## config.mk

```make
export PLATFORM = sky130hd
export DESIGN_NAME = issue_backend
export DESIGN_NICKNAME = d
export VERILOG_FILES = /design/src/logic/issue_pkg.sv /design/src/logic/rr_picker.sv /design/src/logic/rs_switch.sv /design/src/logic/rsv_station.sv /design/src/logic/ieu.sv /design/src/logic/lsu.sv /design/src/logic/issue_backend.sv
export SDC_FILE = /design/constraint.sdc
export NUM_CORES = 2
export LEC_CHECK = 0
export BUFFER_PORTS_ARGS = -buffer_cell sky130_fd_sc_hd__buf_2
export CAP_MARGIN = 10
export CELL_PAD_IN_SITES_DETAIL_PLACEMENT = 0
export CELL_PAD_IN_SITES_GLOBAL_PLACEMENT = 1
export CORE_MARGIN = 5
export CORE_UTILIZATION = 50
export CTS_CLUSTER_DIAMETER = 40
export DETAILED_ROUTE_END_ITERATION = 12
export PLACE_DENSITY_LB_ADDON = 0.1
export SETUP_SLACK_MARGIN = 0.3
export SLEW_MARGIN = 20
export SYNTH_ARGS = -nofsm -noshare
export SYNTH_HDL_FRONTEND = slang
export SYNTH_SLANG_ARGS = --single-unit
```

## constraint.sdc

```tcl
create_clock -name clk -period 5.9 [get_ports clk]
set_input_delay 0.59 -clock clk [delete_from_list [all_inputs] [get_ports clk]]
set_output_delay 0.59 -clock clk [all_outputs]
set_load 0.02 [all_outputs]
```

## src/logic/issue_pkg.sv

```systemverilog
package issue_pkg;

    // Operations accepted at the dispatch port
    typedef enum logic [2:0] {
        OP_ADD = 3'd0,
        OP_SUB = 3'd1,
        OP_AND = 3'd2,
        OP_XOR = 3'd3,
        OP_LD  = 3'd4,
        OP_ST  = 3'd5
    } op_t;

    // Functional unit type served by a reservation station
    typedef enum logic {
        FU_IEU = 1'b0,
        FU_LSU = 1'b1
    } fu_type_t;

    // Every operation carries two source operands.
    // For loads and stores src0 is the address and src1 the store data
    localparam int N_SRC = 2;

endpackage

```

## src/logic/rr_picker.sv

```systemverilog
`timescale 1ns/1ps

module rr_picker #(
    parameter int N = 3
)(
    input  logic         clk,
    input  logic         i_reset,
    input  logic         i_valid,
    input  logic [N-1:0] i_requests,
    output logic [N-1:0] o_grant
);

    localparam int PTR_W = (N > 1) ? $clog2(N) : 1;

    logic [PTR_W-1:0] ptr;
    logic [PTR_W-1:0] grant_idx;
    logic             found;

    // Search starts at the pointer and wraps around once
    always_comb begin
        int idx;
        o_grant   = '0;
        grant_idx = '0;
        found     = 1'b0;
        for (int i = 0; i < N; i++) begin
            idx = int'(ptr) + i;
            if (idx >= N) begin
                idx = idx - N;
            end
            if (!found && i_requests[idx]) begin
                found        = 1'b1;
                grant_idx    = PTR_W'(idx);
                o_grant[idx] = 1'b1;
            end
        end
    end

    // The pointer moves past the winner even if the request is not accepted downstream
    always_ff @(posedge clk) begin
        if (i_reset) begin
            ptr <= '0;
        end else if (i_valid && found) begin
            ptr <= (int'(grant_idx) == N - 1) ? '0 : grant_idx + 1'b1;
        end
    end

    a_grant_onehot: assert property (@(posedge clk) disable iff (i_reset)
        $onehot0(o_grant));
    a_grant_requested: assert property (@(posedge clk) disable iff (i_reset)
        (o_grant & ~i_requests) == '0);

endmodule

```

## src/logic/rs_switch.sv

```systemverilog
`timescale 1ns/1ps

module rs_switch import issue_pkg::*; #(
    parameter int       DATA_WIDTH = 32,
    parameter int       TAG_WIDTH  = 5,
    parameter int       NUM_RS     = 3,
    parameter fu_type_t RS_FU_TYPES [NUM_RS] = '{default: FU_IEU}
)(
    input  logic                  clk,
    input  logic                  i_reset,

    input  logic                  i_cdb_en   [0:NUM_RS-1],
    input  logic [DATA_WIDTH-1:0] i_cdb_data [0:NUM_RS-1],
    input  logic [TAG_WIDTH-1:0]  i_cdb_tag  [0:NUM_RS-1],

    input  logic                  i_reserve_en,
    input  op_t                   i_reserve_op,

    input  logic                  i_src_rdy  [0:N_SRC-1],
    input  logic [DATA_WIDTH-1:0] i_src_data [0:N_SRC-1],
    input  logic [TAG_WIDTH-1:0]  i_src_tag  [0:N_SRC-1],

    input  logic [NUM_RS-1:0]     i_rs_stall,

    output logic [NUM_RS-1:0]     o_rs_reserve_en,
    output logic                  o_src_rdy  [0:N_SRC-1],
    output logic [DATA_WIDTH-1:0] o_src_data [0:N_SRC-1],
    output logic [TAG_WIDTH-1:0]  o_src_tag  [0:N_SRC-1],
    output logic                  o_stall
);

    fu_type_t          op_fu_type;
    logic [NUM_RS-1:0] rs_supported;
    logic [NUM_RS-1:0] rs_granted;

    // Loads and stores go to the LSU, everything else to an IEU
    assign op_fu_type = (i_reserve_op == OP_LD || i_reserve_op == OP_ST) ? FU_LSU : FU_IEU;

    always_comb begin
        for (int i = 0; i < NUM_RS; i++) begin
            rs_supported[i] = (RS_FU_TYPES[i] == op_fu_type);
        end
    end

    rr_picker #(
        .N (NUM_RS)
    ) u_rr_picker (
        .clk        (clk),
        .i_reset    (i_reset),
        .i_valid    (i_reserve_en),
        .i_requests (rs_supported),
        .o_grant    (rs_granted)
    );

    // Only the granted station can hold up dispatch
    assign o_stall = |(rs_granted & i_rs_stall);

    // A stalled cycle writes nothing, so the station never sees a reserve while full
    assign o_rs_reserve_en = (i_reserve_en && !o_stall) ? rs_granted : '0;

    // Pick up results broadcast in the same cycle as the enqueue
    always_comb begin
        for (int s = 0; s < N_SRC; s++) begin
            o_src_rdy[s]  = i_src_rdy[s];
            o_src_data[s] = i_src_data[s];
            o_src_tag[s]  = i_src_tag[s];
            for (int c = 0; c < NUM_RS; c++) begin
                if (!i_src_rdy[s] && i_cdb_en[c] && (i_cdb_tag[c] == i_src_tag[s])) begin
                    o_src_rdy[s]  = 1'b1;
                    o_src_data[s] = i_cdb_data[c];
                end
            end
        end
    end

    a_reserve_onehot: assert property (@(posedge clk) disable iff (i_reset)
        $onehot0(o_rs_reserve_en));

endmodule

```

## src/logic/rsv_station.sv

```systemverilog
`timescale 1ns/1ps

module rsv_station import issue_pkg::*; #(
    parameter int DATA_WIDTH = 32,
    parameter int TAG_WIDTH  = 5,
    parameter int NUM_RS     = 3,
    parameter int RS_DEPTH   = 4
)(
    input  logic                  clk,
    input  logic                  i_reset,

    input  logic                  i_cdb_en   [0:NUM_RS-1],
    input  logic [DATA_WIDTH-1:0] i_cdb_data [0:NUM_RS-1],
    input  logic [TAG_WIDTH-1:0]  i_cdb_tag  [0:NUM_RS-1],

    input  logic                  i_reserve_en,
    input  op_t                   i_op,
    input  logic [TAG_WIDTH-1:0]  i_dst_tag,
    input  logic                  i_src_rdy  [0:N_SRC-1],
    input  logic [DATA_WIDTH-1:0] i_src_data [0:N_SRC-1],
    input  logic [TAG_WIDTH-1:0]  i_src_tag  [0:N_SRC-1],

    output logic                  o_full,
    output logic                  o_issue_en,
    output op_t                   o_issue_op,
    output logic [DATA_WIDTH-1:0] o_issue_src0,
    output logic [DATA_WIDTH-1:0] o_issue_src1,
    output logic [TAG_WIDTH-1:0]  o_issue_tag
);

    localparam int IDX_W = (RS_DEPTH > 1) ? $clog2(RS_DEPTH) : 1;

    logic [RS_DEPTH-1:0]   entry_valid;
    op_t                   entry_op      [0:RS_DEPTH-1];
    logic [TAG_WIDTH-1:0]  entry_dst_tag [0:RS_DEPTH-1];
    logic                  entry_rdy     [0:RS_DEPTH-1][0:N_SRC-1];
    logic [DATA_WIDTH-1:0] entry_data    [0:RS_DEPTH-1][0:N_SRC-1];
    logic [TAG_WIDTH-1:0]  entry_tag     [0:RS_DEPTH-1][0:N_SRC-1];

    logic [RS_DEPTH-1:0]   entry_ready;
    logic [IDX_W-1:0]      free_idx;
    logic [IDX_W-1:0]      issue_idx;
    logic                  issue_valid;

    // Scan downwards so the lowest index wins for both searches
    always_comb begin
        free_idx  = '0;
        issue_idx = '0;
        for (int i = RS_DEPTH - 1; i >= 0; i--) begin
            entry_ready[i] = entry_valid[i] && entry_rdy[i][0] && entry_rdy[i][1];
            if (!entry_valid[i]) begin
                free_idx = IDX_W'(i);
            end
            if (entry_ready[i]) begin
                issue_idx = IDX_W'(i);
            end
        end
    end

    assign issue_valid = |entry_ready;
    assign o_full      = &entry_valid;

    // Issue and reserve never touch the same entry since one is valid and the other free
    always_ff @(posedge clk) begin
        if (i_reset) begin
            entry_valid <= '0;
        end else begin
            if (issue_valid) begin
                entry_valid[issue_idx] <= 1'b0;
            end
            if (i_reserve_en) begin
                entry_valid[free_idx] <= 1'b1;
            end
        end
    end

    always_ff @(posedge clk) begin
        // Waiting sources snoop every CDB lane
        for (int e = 0; e < RS_DEPTH; e++) begin
            for (int s = 0; s < N_SRC; s++) begin
                for (int c = 0; c < NUM_RS; c++) begin
                    if (entry_valid[e] && !entry_rdy[e][s] && i_cdb_en[c] &&
                        (i_cdb_tag[c] == entry_tag[e][s])) begin
                        entry_rdy[e][s]  <= 1'b1;
                        entry_data[e][s] <= i_cdb_data[c];
                    end
                end
            end
        end
        if (i_reserve_en) begin
            entry_op[free_idx]      <= i_op;
            entry_dst_tag[free_idx] <= i_dst_tag;
            for (int s = 0; s < N_SRC; s++) begin
                entry_rdy[free_idx][s]  <= i_src_rdy[s];
                entry_data[free_idx][s] <= i_src_data[s];
                entry_tag[free_idx][s]  <= i_src_tag[s];
            end
        end
    end

    always_ff @(posedge clk) begin
        if (i_reset) begin
            o_issue_en <= 1'b0;
        end else begin
            o_issue_en <= issue_valid;
        end
    end

    always_ff @(posedge clk) begin
        if (issue_valid) begin
            o_issue_op   <= entry_op[issue_idx];
            o_issue_src0 <= entry_data[issue_idx][0];
            o_issue_src1 <= entry_data[issue_idx][1];
            o_issue_tag  <= entry_dst_tag[issue_idx];
        end
    end

    // The switch must hold back dispatch when this station is full
    a_no_reserve_when_full: assert property (@(posedge clk) disable iff (i_reset)
        i_reserve_en |-> !o_full);

endmodule

```

## src/logic/ieu.sv

```systemverilog
`timescale 1ns/1ps

module ieu import issue_pkg::*; #(
    parameter int DATA_WIDTH = 32,
    parameter int TAG_WIDTH  = 5
)(
    input  logic                  clk,
    input  logic                  i_reset,

    input  logic                  i_issue_en,
    input  op_t                   i_op,
    input  logic [DATA_WIDTH-1:0] i_src0,
    input  logic [DATA_WIDTH-1:0] i_src1,
    input  logic [TAG_WIDTH-1:0]  i_tag,

    output logic                  o_cdb_en,
    output logic [DATA_WIDTH-1:0] o_cdb_data,
    output logic [TAG_WIDTH-1:0]  o_cdb_tag
);

    logic [DATA_WIDTH-1:0] alu_result;

    always_comb begin
        case (i_op)
            OP_ADD:  alu_result = i_src0 + i_src1;
            OP_SUB:  alu_result = i_src0 - i_src1;
            OP_AND:  alu_result = i_src0 & i_src1;
            OP_XOR:  alu_result = i_src0 ^ i_src1;
            default: alu_result = '0;
        endcase
    end

    // Result sits on this unit's lane for one cycle
    always_ff @(posedge clk) begin
        if (i_reset) begin
            o_cdb_en <= 1'b0;
        end else begin
            o_cdb_en <= i_issue_en;
        end
    end

    always_ff @(posedge clk) begin
        if (i_issue_en) begin
            o_cdb_data <= alu_result;
            o_cdb_tag  <= i_tag;
        end
    end

    // Loads and stores are routed to the LSU station, never here
    a_alu_op_only: assert property (@(posedge clk) disable iff (i_reset)
        i_issue_en |-> (i_op != OP_LD && i_op != OP_ST));

endmodule

```

## src/logic/lsu.sv

```systemverilog
`timescale 1ns/1ps

module lsu import issue_pkg::*; #(
    parameter int DATA_WIDTH = 32,
    parameter int TAG_WIDTH  = 5,
    parameter int MEM_WORDS  = 16
)(
    input  logic                  clk,
    input  logic                  i_reset,

    input  logic                  i_issue_en,
    input  op_t                   i_op,
    input  logic [DATA_WIDTH-1:0] i_src0,
    input  logic [DATA_WIDTH-1:0] i_src1,
    input  logic [TAG_WIDTH-1:0]  i_tag,

    output logic                  o_cdb_en,
    output logic [DATA_WIDTH-1:0] o_cdb_data,
    output logic [TAG_WIDTH-1:0]  o_cdb_tag
);

    localparam int ADDR_W = (MEM_WORDS > 1) ? $clog2(MEM_WORDS) : 1;

    logic [DATA_WIDTH-1:0] mem [0:MEM_WORDS-1];
    logic [ADDR_W-1:0]     addr;
    logic                  is_store;

    assign addr     = i_src0[ADDR_W-1:0];
    assign is_store = (i_op == OP_ST);

    // The data array starts out all zero so early loads have a known value
    always_ff @(posedge clk) begin
        if (i_reset) begin
            for (int i = 0; i < MEM_WORDS; i++) begin
                mem[i] <= '0;
            end
        end else if (i_issue_en && is_store) begin
            mem[addr] <= i_src1;
        end
    end

    always_ff @(posedge clk) begin
        if (i_reset) begin
            o_cdb_en <= 1'b0;
        end else begin
            o_cdb_en <= i_issue_en;
        end
    end

    // A store reports the data it wrote, a load the word it read
    always_ff @(posedge clk) begin
        if (i_issue_en) begin
            o_cdb_data <= is_store ? i_src1 : mem[addr];
            o_cdb_tag  <= i_tag;
        end
    end

endmodule

```

## src/logic/issue_backend.sv

```systemverilog
`timescale 1ns/1ps

module issue_backend import issue_pkg::*; #(
    parameter int       DATA_WIDTH = 32,
    parameter int       TAG_WIDTH  = 5,
    parameter int       NUM_RS     = 3,
    parameter int       RS_DEPTH   = 4,
    parameter fu_type_t RS_FU_TYPES [NUM_RS] = '{FU_IEU, FU_IEU, FU_LSU}
)(
    input  logic                  clk,
    input  logic                  i_reset,

    input  logic                  i_dispatch_en,
    input  op_t                   i_dispatch_op,
    input  logic [TAG_WIDTH-1:0]  i_dispatch_dst_tag,
    input  logic                  i_src_rdy  [0:N_SRC-1],
    input  logic [DATA_WIDTH-1:0] i_src_data [0:N_SRC-1],
    input  logic [TAG_WIDTH-1:0]  i_src_tag  [0:N_SRC-1],
    output logic                  o_dispatch_stall,

    output logic                  o_cdb_en   [0:NUM_RS-1],
    output logic [DATA_WIDTH-1:0] o_cdb_data [0:NUM_RS-1],
    output logic [TAG_WIDTH-1:0]  o_cdb_tag  [0:NUM_RS-1]
);

    logic [NUM_RS-1:0]     rs_reserve_en;
    logic [NUM_RS-1:0]     rs_full;
    logic                  sw_src_rdy  [0:N_SRC-1];
    logic [DATA_WIDTH-1:0] sw_src_data [0:N_SRC-1];
    logic [TAG_WIDTH-1:0]  sw_src_tag  [0:N_SRC-1];

    logic                  issue_en   [0:NUM_RS-1];
    op_t                   issue_op   [0:NUM_RS-1];
    logic [DATA_WIDTH-1:0] issue_src0 [0:NUM_RS-1];
    logic [DATA_WIDTH-1:0] issue_src1 [0:NUM_RS-1];
    logic [TAG_WIDTH-1:0]  issue_tag  [0:NUM_RS-1];

    rs_switch #(
        .DATA_WIDTH  (DATA_WIDTH),
        .TAG_WIDTH   (TAG_WIDTH),
        .NUM_RS      (NUM_RS),
        .RS_FU_TYPES (RS_FU_TYPES)
    ) u_rs_switch (
        .clk             (clk),
        .i_reset         (i_reset),
        .i_cdb_en        (o_cdb_en),
        .i_cdb_data      (o_cdb_data),
        .i_cdb_tag       (o_cdb_tag),
        .i_reserve_en    (i_dispatch_en),
        .i_reserve_op    (i_dispatch_op),
        .i_src_rdy       (i_src_rdy),
        .i_src_data      (i_src_data),
        .i_src_tag       (i_src_tag),
        .i_rs_stall      (rs_full),
        .o_rs_reserve_en (rs_reserve_en),
        .o_src_rdy       (sw_src_rdy),
        .o_src_data      (sw_src_data),
        .o_src_tag       (sw_src_tag),
        .o_stall         (o_dispatch_stall)
    );

    // Each station feeds one unit, and that unit owns the CDB lane with the same index
    for (genvar i = 0; i < NUM_RS; i++) begin : g_lane
        rsv_station #(
            .DATA_WIDTH (DATA_WIDTH),
            .TAG_WIDTH  (TAG_WIDTH),
            .NUM_RS     (NUM_RS),
            .RS_DEPTH   (RS_DEPTH)
        ) u_rsv_station (
            .clk          (clk),
            .i_reset      (i_reset),
            .i_cdb_en     (o_cdb_en),
            .i_cdb_data   (o_cdb_data),
            .i_cdb_tag    (o_cdb_tag),
            .i_reserve_en (rs_reserve_en[i]),
            .i_op         (i_dispatch_op),
            .i_dst_tag    (i_dispatch_dst_tag),
            .i_src_rdy    (sw_src_rdy),
            .i_src_data   (sw_src_data),
            .i_src_tag    (sw_src_tag),
            .o_full       (rs_full[i]),
            .o_issue_en   (issue_en[i]),
            .o_issue_op   (issue_op[i]),
            .o_issue_src0 (issue_src0[i]),
            .o_issue_src1 (issue_src1[i]),
            .o_issue_tag  (issue_tag[i])
        );

        if (RS_FU_TYPES[i] == FU_LSU) begin : g_lsu
            lsu #(
                .DATA_WIDTH (DATA_WIDTH),
                .TAG_WIDTH  (TAG_WIDTH)
            ) u_lsu (
                .clk        (clk),
                .i_reset    (i_reset),
                .i_issue_en (issue_en[i]),
                .i_op       (issue_op[i]),
                .i_src0     (issue_src0[i]),
                .i_src1     (issue_src1[i]),
                .i_tag      (issue_tag[i]),
                .o_cdb_en   (o_cdb_en[i]),
                .o_cdb_data (o_cdb_data[i]),
                .o_cdb_tag  (o_cdb_tag[i])
            );
        end else begin : g_ieu
            ieu #(
                .DATA_WIDTH (DATA_WIDTH),
                .TAG_WIDTH  (TAG_WIDTH)
            ) u_ieu (
                .clk        (clk),
                .i_reset    (i_reset),
                .i_issue_en (issue_en[i]),
                .i_op       (issue_op[i]),
                .i_src0     (issue_src0[i]),
                .i_src1     (issue_src1[i]),
                .i_tag      (issue_tag[i]),
                .o_cdb_en   (o_cdb_en[i]),
                .o_cdb_data (o_cdb_data[i]),
                .o_cdb_tag  (o_cdb_tag[i])
            );
        end
    end

endmodule

```

* After elaboration in Yosys (flattened, before gate mapping)
Memory sizes are Yosys's and may differ from the RTL's. A register that Yosys moved wholly into a read port is not among the register bits. Cells that the tools add are included.
Word-level totals: flip-flop bits (word level) 131, memories kept 16, bits of input ports 87, RAM bits 1520, output and inout bits 115
Operators by class: mux-type cells 344, equality and inequality tests 88, add/subtract/negate cells 10, reduce and logical (&&, ||, !) cells 258, bitwise gates (word level) 113, order comparisons 21
Memory list:
- g_lane[2].g_lsu.u_lsu.mem | words 16, bits a word 32, read ports 1, clocked after Yosys merged registers in 0, write ports 16, RTL line lsu.sv:24 | logic [DATA_WIDTH-1:0] mem [0:MEM_WORDS-1];
- g_lane[0].u_rsv_station.entry_data | words 4, bits a word 64, read ports 1, clocked after Yosys merged registers in 1, write ports 5, RTL line rsv_station.sv:37 | logic [DATA_WIDTH-1:0] entry_data [0:RS_DEPTH-1][0:N_SRC-1];
- g_lane[1].u_rsv_station.entry_data | words 4, bits a word 64, read ports 1, clocked after Yosys merged registers in 1, write ports 5, RTL line rsv_station.sv:37
- g_lane[2].u_rsv_station.entry_data | words 4, bits a word 64, read ports 1, clocked after Yosys merged registers in 1, write ports 5, RTL line rsv_station.sv:37
- g_lane[0].u_rsv_station.entry_tag | words 4, bits a word 10, read ports 4, clocked after Yosys merged registers in 0, write ports 1, RTL line rsv_station.sv:38 | logic [TAG_WIDTH-1:0] entry_tag [0:RS_DEPTH-1][0:N_SRC-1];
- g_lane[1].u_rsv_station.entry_tag | words 4, bits a word 10, read ports 4, clocked after Yosys merged registers in 0, write ports 1, RTL line rsv_station.sv:38
- +10 memories
Operators with widths (count):
- $mux W32 | 59
- $eq A5 B5 Y1 | 78
- $pmux W32 S4 | 2
- $mux W1 | 229
- $logic_and A1 B1 Y1 | 218
- $ge A32 B1 Y1 const B | 3
- $lt A32 B4 Y1 const B | 3
- $or A1 B1 Y1 | 96
- $add A32 B32 Y32 | 2
- $and A32 B32 Y32 | 2
- $sub A32 B32 Y32 | 2
- $xor A32 B32 Y32 | 2
- $mux W2 | 28
- $mux W4 | 10
- $reduce_or A32 Y1 | 1
- $logic_not A1 Y1 | 29
- $demux W1 S2 | 9
- $lt A2 B3 Y1 const B | 6
- $and A4 B4 Y4 | 3
- $eq A3 B2 Y1 const B | 4
- $ge A2 B1 Y1 const B | 6
- $mux W3 | 4
- $not A4 Y4 | 3
- $or A4 B4 Y4 | 3
- 19 further kinds | 32

* Longest topological paths before layout
depth after elaboration 21, depth in mapped cells 18

* Cells and area by module
Synthesis repeated with hierarchy kept, for this count alone.
Second synthesis, totals: cell total of the unflattened synthesis 9279, area, all modules 104201.2 µm²
Modules (own cells, without submodules):
- lsu | cells an instance 1694, area each 24614.9 µm², instances 1
- rsv_station (g_lane[1].u_rsv_station) | cells an instance 2114, area each 22845.7 µm², instances 1
- rsv_station (g_lane[2].u_rsv_station) | cells an instance 2021, area each 22331.4 µm², instances 1
- rsv_station (g_lane[0].u_rsv_station) | cells an instance 1922, area each 22191.3 µm², instances 1
- ieu (g_lane[1].g_ieu.u_ieu) | cells an instance 546, area each 4725.8 µm², instances 1
- ieu (g_lane[0].g_ieu.u_ieu) | cells an instance 504, area each 4530.6 µm², instances 1
- rs_switch | cells an instance 435, area each 2611.3 µm², instances 1
- rr_picker | cells an instance 43, area each 350.3 µm², instances 1

* Worst setup path before layout
Ideal clock, no wire load.
kind input port to flip-flop, start input port i_dispatch_op[2], end memory g_lane[0].u_rsv_station.entry_data[2][32] (netlist bit), enable pin, data arrival time 3.582 ns, path slack 1.681 ns, cell stages on the path 12, setup time 0.637 ns, path through nor2b_4 -> inv_2 -> fa_1 -> inv_1 -> a21oi_2 -> nand2_1 -> a311oi_2 -> or3b_1 -> or3_1 -> clkbuf_1 -> buf_4 -> nand4_1
RTL lines:
- from (decl) | RTL line issue_backend.sv:14 | input op_t i_dispatch_op,
- to (decl) | RTL line rsv_station.sv:37

* Final worst setup path
start register g_lane[1].u_rsv_station.o_issue_src1[4] (read register of g_lane[1].u_rsv_station.entry_data), end register g_lane[1].g_ieu.u_ieu.o_cdb_data[31] (data pin)
On the way: longest elaborated chain between the ends 2, elaborated cells on any way between the ends 3
RTL lines:
- from (decl) | RTL line rsv_station.sv:27 | output logic [DATA_WIDTH-1:0] o_issue_src1,
- $sub A32 B32 Y32 / $add A32 B32 Y32 (equally long branches) | RTL line ieu.sv:26, ieu.sv:25
- $pmux W32 S4 (*) | RTL line ieu.sv:24 | case (i_op)
- via g_lane[1].g_ieu.u_ieu.alu_result[31] | RTL line ieu.sv:21 | logic [DATA_WIDTH-1:0] alu_result;
- to (signal assigned) | RTL line ieu.sv:44 | o_cdb_data <= alu_result;
- to (decl) | RTL line ieu.sv:17 | output logic [DATA_WIDTH-1:0] o_cdb_data,
Mark *: on every way through the listed nets, which the timed path passes. The rest lies on a longest branch. A chain may end at the register's enable or synchronous reset.

==> results.md <==
• **Hold/Removal Path Class** input port to register
• **reported max-cap violation count** 0
• **startpoint type of the worst setup path** register
• **largest stage delay on the critical path** 0.63 ns
• **number of buffers created by CTS** 321
• **Inst Count DP** 10788
• **Fin Setup TNS** 0 ns
• **register clock-pin slew on the reported worst setup and hold paths** 0.05 ns
• **most used cells in the layout excluding fill and tap cells** sky130_fd_sc_hd__edfxtp_1, sky130_fd_sc_hd__nand2_1, sky130_fd_sc_hd__mux2i_1, sky130_fd_sc_hd__o211ai_1, sky130_fd_sc_hd__and2_1
• **met1 layer usage reported by global route** 48.4%
• **CTS Sinks** 1727
• **Worst setup EP type** register
• **routability-driven placement congestion ratio** 0.909
• **fmax** 0.203 GHz
• **CP Buf/Inv Count** 0
• **most area-consuming cells after synthesis** sky130_fd_sc_hd__edfxtp_1, sky130_fd_sc_hd__mux2i_1, sky130_fd_sc_hd__o211ai_1
• **CP Cell Sequence** nor4_1 -> nand2_1 -> or4_1 -> or4_1 -> nor4_2 -> a21oi_1 -> xnor2_1 -> ha_1 -> a21o_1 -> a21o_1 -> a21o_1 -> or4_1 -> o211ai_1 -> nor3_1
• **HPWL reported at the end of detailed placement** 230000 um
• **number of cells produced by synthesis** 8570
• **largest net degree at the start of global routing** 119
• **critical register-to-register path startpoint** g_lane[1].u_rsv_station.o_issue_src1[4]
• **maximum fanout encountered on the critical timing path** 8
• **Total Routed Length** 373000 um
• **Register-to-Register Path Depth** 14
• **final setup fails** 0
• **Initial Utilization** 50.3%
• **post-cts repair resize count** 0
• **# IOs** 202
• **gate family responsible for the most delay along the worst path** simple AND/OR/NAND/NOR gates
• **WL per Instance** 32.8 um
• **mean area per synthesized cell** 11.4 um2
• **post-synthesis instance area** 0.0981 mm2
• **transition time at the pin with the least slew margin** 1.17 ns
• **post-synthesis net count** 8792
• **number of warning messages in the yosys log** 0
• **count of nets left with antenna violations after detail routing** 0
• **insertion delay of the later-clocked pin in the worst-skew pair** 0.96 ns
• **count of input and output buffers** 201
• **CTS tree** done
• **row cnt** 162
• **critical setup path kind** register to register
• **fin crit period** 4.93 ns
• **postcts setup bufs** 0
• **core footprint** 0.195 mm2
• **count of different cell masters after synthesis** 86
• **minimum setup slack among reg-to-reg paths** 0.97 ns
• **fin cells** 11362
• **library cell with the largest summed area after synthesis** sky130_fd_sc_hd__edfxtp_1
• **maximum VDD drop** 255 uV
• **routed vias** 75466
• **r2r endpoint** g_lane[1].g_ieu.u_ieu.o_cdb_data[31]
• **area share of the leading cell type in the synthesized netlist** 51.5%
• **vias in the first global route** 72967
• **count of pins over their slew limit** 0
• **first-pass GRT wire length** 531000 um
• **signal arrival time at the worst endpoint** 5.60 ns
• **GR Util met3** 8.52%
• **width of the die** 453 um
• **worst setup path endpoint** g_lane[1].g_ieu.u_ieu.o_cdb_data[31]
• **Yosys reg bits** 1727
• **initial antenna violation count** 19
• **post-synthesis async set-or-reset flop share** 0%
• **die footprint** 0.205 mm2
• **Congestion Overflow GR** 0
• **Main synth FF type** sky130_fd_sc_hd__edfxtp_1
• **share of the clock period used by the worst path after layout** 83.5%
• **total track usage** 35.6%
• **root buffer cell** sky130_fd_sc_hd__clkbuf_16
• **share of layout cells above drive strength 1** 16.0%
• **met2 track demand over resource** 54.2%
• **worst slew margin relative to its limit** 22.3%
• **RSZ-0062 raised after global routing** false
• **number of remaining DRC errors** 0
• **final hold violation count** 0
• **die height** 453 um
• **first element of the critical path** g_lane[1].u_rsv_station.o_issue_src1[4]
• **First-pass DRT Iterations** 10
• **number of nets in the layout** 8709
• **path length in cells of the critical path** 14
• **Area growth, synth to finish** 14.2%
• **post-detailed-route via-to-cell ratio** 6.64
• **result of the run** finished, final reports clean
• **PD cells** 324 mW/mm2
• **Iteration-0 DRC Markers** 10481
• **most used routing layer in global routing** met2
• **Clock Skews** 0.0625 ns
• **hold_buf cts** 0
• **deepest clock path buffer count** 4
• **most common library cell in the layout ignoring fill and taps** sky130_fd_sc_hd__edfxtp_1
• **Core Util, Final** 57.4%
• **H-tree levels** 5
• **Crit-path slowest cell** sky130_fd_sc_hd__nor4_2
• **EDFF count, synth** 1683
• **number of inserted filler cells in the final layout** 16076
• **sequential-to-total area share from yosys stat** 52.4%
• **leakage power figure** 0.0462 uW
• **Required @ worst endpoint** 6.57 ns
==> kinds of logic (layout without fill, tap and decap cells) <==
logic type / Yosys count / in the layout / share of synthesized area (%)
AOI/OAI and AO/OA: 2054 / 2054 / 14.1
xor gates and xnor gates: 488 / 488 / 4.37
adders and majority gates: 135 / 135 / 1.75
buffers and inverters: 981 / 1144 / 4.11
DFF: 1727 / 1727 / 52.4
muxes: 1014 / 1014 / 12.4
other: 0 / 5 / 0
and+or+nand+nor: 2171 / 2171 / 10.8
==> per-stage QoR <==
step	setup WS (ns)	hold WS [ns]	total power, uW	cell area [um2]
2_1_floorplan	1.68	0.400	16800	98100
3_3_place_gp	1.02	0.401	18000	101000
3_5_place_dp	1.06	0.405	18100	101000
4_1_cts	1.04	0.0823	36400	112000
5_1_grt	0.735	0.0923	37400	112000
6_report	0.972	0.130	36300	112000
==> synth_stat cells, drive strengths merged, types with 45 or more instances <==
| master | count |
|---|---|
| a222oi | 145 |
| nand3 | 49 |
| buf | 296 |
| o211ai | 667 |
| o21ai | 772 |
| edfxtp | 1683 |
| nor4 | 85 |
| mux2 | 45 |
| a21oi | 176 |
| mux2i | 809 |
| and2 | 519 |
| a211oi | 119 |
| nand4 | 94 |
| xor2 | 348 |
| inv | 52 |
| nand2 | 1030 |
| nor2 | 172 |
| xnor2 | 140 |
| ha | 132 |
| clkbuf | 633 |
| mux4 | 160 |
==> state kept, by name (all words and copies together), names as in the netlist <==
name and count:
g_lane.u_rsv_station.o_issue_src0 68, g_lane.g_ieu.u_ieu.o_cdb_en 2, g_lane.u_rsv_station.o_issue_op 9, g_lane.u_rsv_station.entry_dst_tag 60, g_lane.g_lsu.u_lsu.o_cdb_data 32, g_lane.u_rsv_station.entry_data 656
g_lane.u_rsv_station.entry_op 36, g_lane.u_rsv_station.entry_rdy 24, u_rs_switch.u_rr_picker.ptr 2, g_lane.u_rsv_station.o_issue_src1 96, g_lane.u_rsv_station.o_issue_en 3, g_lane.g_ieu.u_ieu.o_cdb_data 64
g_lane.g_lsu.u_lsu.o_cdb_tag 5, g_lane.g_ieu.u_ieu.o_cdb_tag 10, g_lane.g_lsu.u_lsu.mem 512, g_lane.u_rsv_station.entry_valid 12, g_lane.u_rsv_station.o_issue_tag 15, g_lane.u_rsv_station.entry_tag 120
g_lane.g_lsu.u_lsu.o_cdb_en 1
==> routing by layer <==
layer	routed length, um	share of wire, %	up-vias
met5	34	0.0091	-
met4	20200	5.4	4
met1	146000	39	37575
met2	165000	44	4737
li1	-	-	32264
met3	42300	11	886
==> power by group <==
part           total, uW  internal, uW  switching, uW
clock              18400         11800           6530
combinational       3540          1240           2300
sequential         14400         14000            323
total              36300         27100           9160
==> layout make-up <==
| class | count | area (um2) | area share (%) |
|---|---|---|---|
| Antenna cell | 5 | 12.5 | 0.0112 |
| Clock buffer | 365 | 8380 | 7.48 |
| Timing Repair Buffer | 523 | 3560 | 3.18 |
| Multi-Input combinational cell | 5862 | 42800 | 38.3 |
| Sequential cell | 1727 | 51400 | 45.9 |
| Clock inverter | 204 | 2270 | 2.03 |
| Tap cell | 2624 | 3280 | 2.93 |
| Inverter | 52 | 195 | 0.174 |
==> worst min-delay path by stage <==
stage	start	cells past startpoint	to
floorplan	g_lane[0].u_rsv_station.o_issue_tag[0]	0	g_lane[0].g_ieu.u_ieu.o_cdb_tag[0]
global placement	g_lane[0].u_rsv_station.o_issue_tag[0]	0	g_lane[0].g_ieu.u_ieu.o_cdb_tag[0]
detailed placement	g_lane[2].u_rsv_station.o_issue_tag[2]	0	g_lane[2].g_lsu.u_lsu.o_cdb_tag[2]
CTS	i_dispatch_dst_tag[0]	1	g_lane[0].u_rsv_station.entry_dst_tag[2][0]
global route	i_dispatch_dst_tag[0]	1	g_lane[0].u_rsv_station.entry_dst_tag[2][0]
finish	i_dispatch_dst_tag[1]	1	g_lane[2].u_rsv_station.entry_dst_tag[0][1]
(Power assumes the default switching activity.)
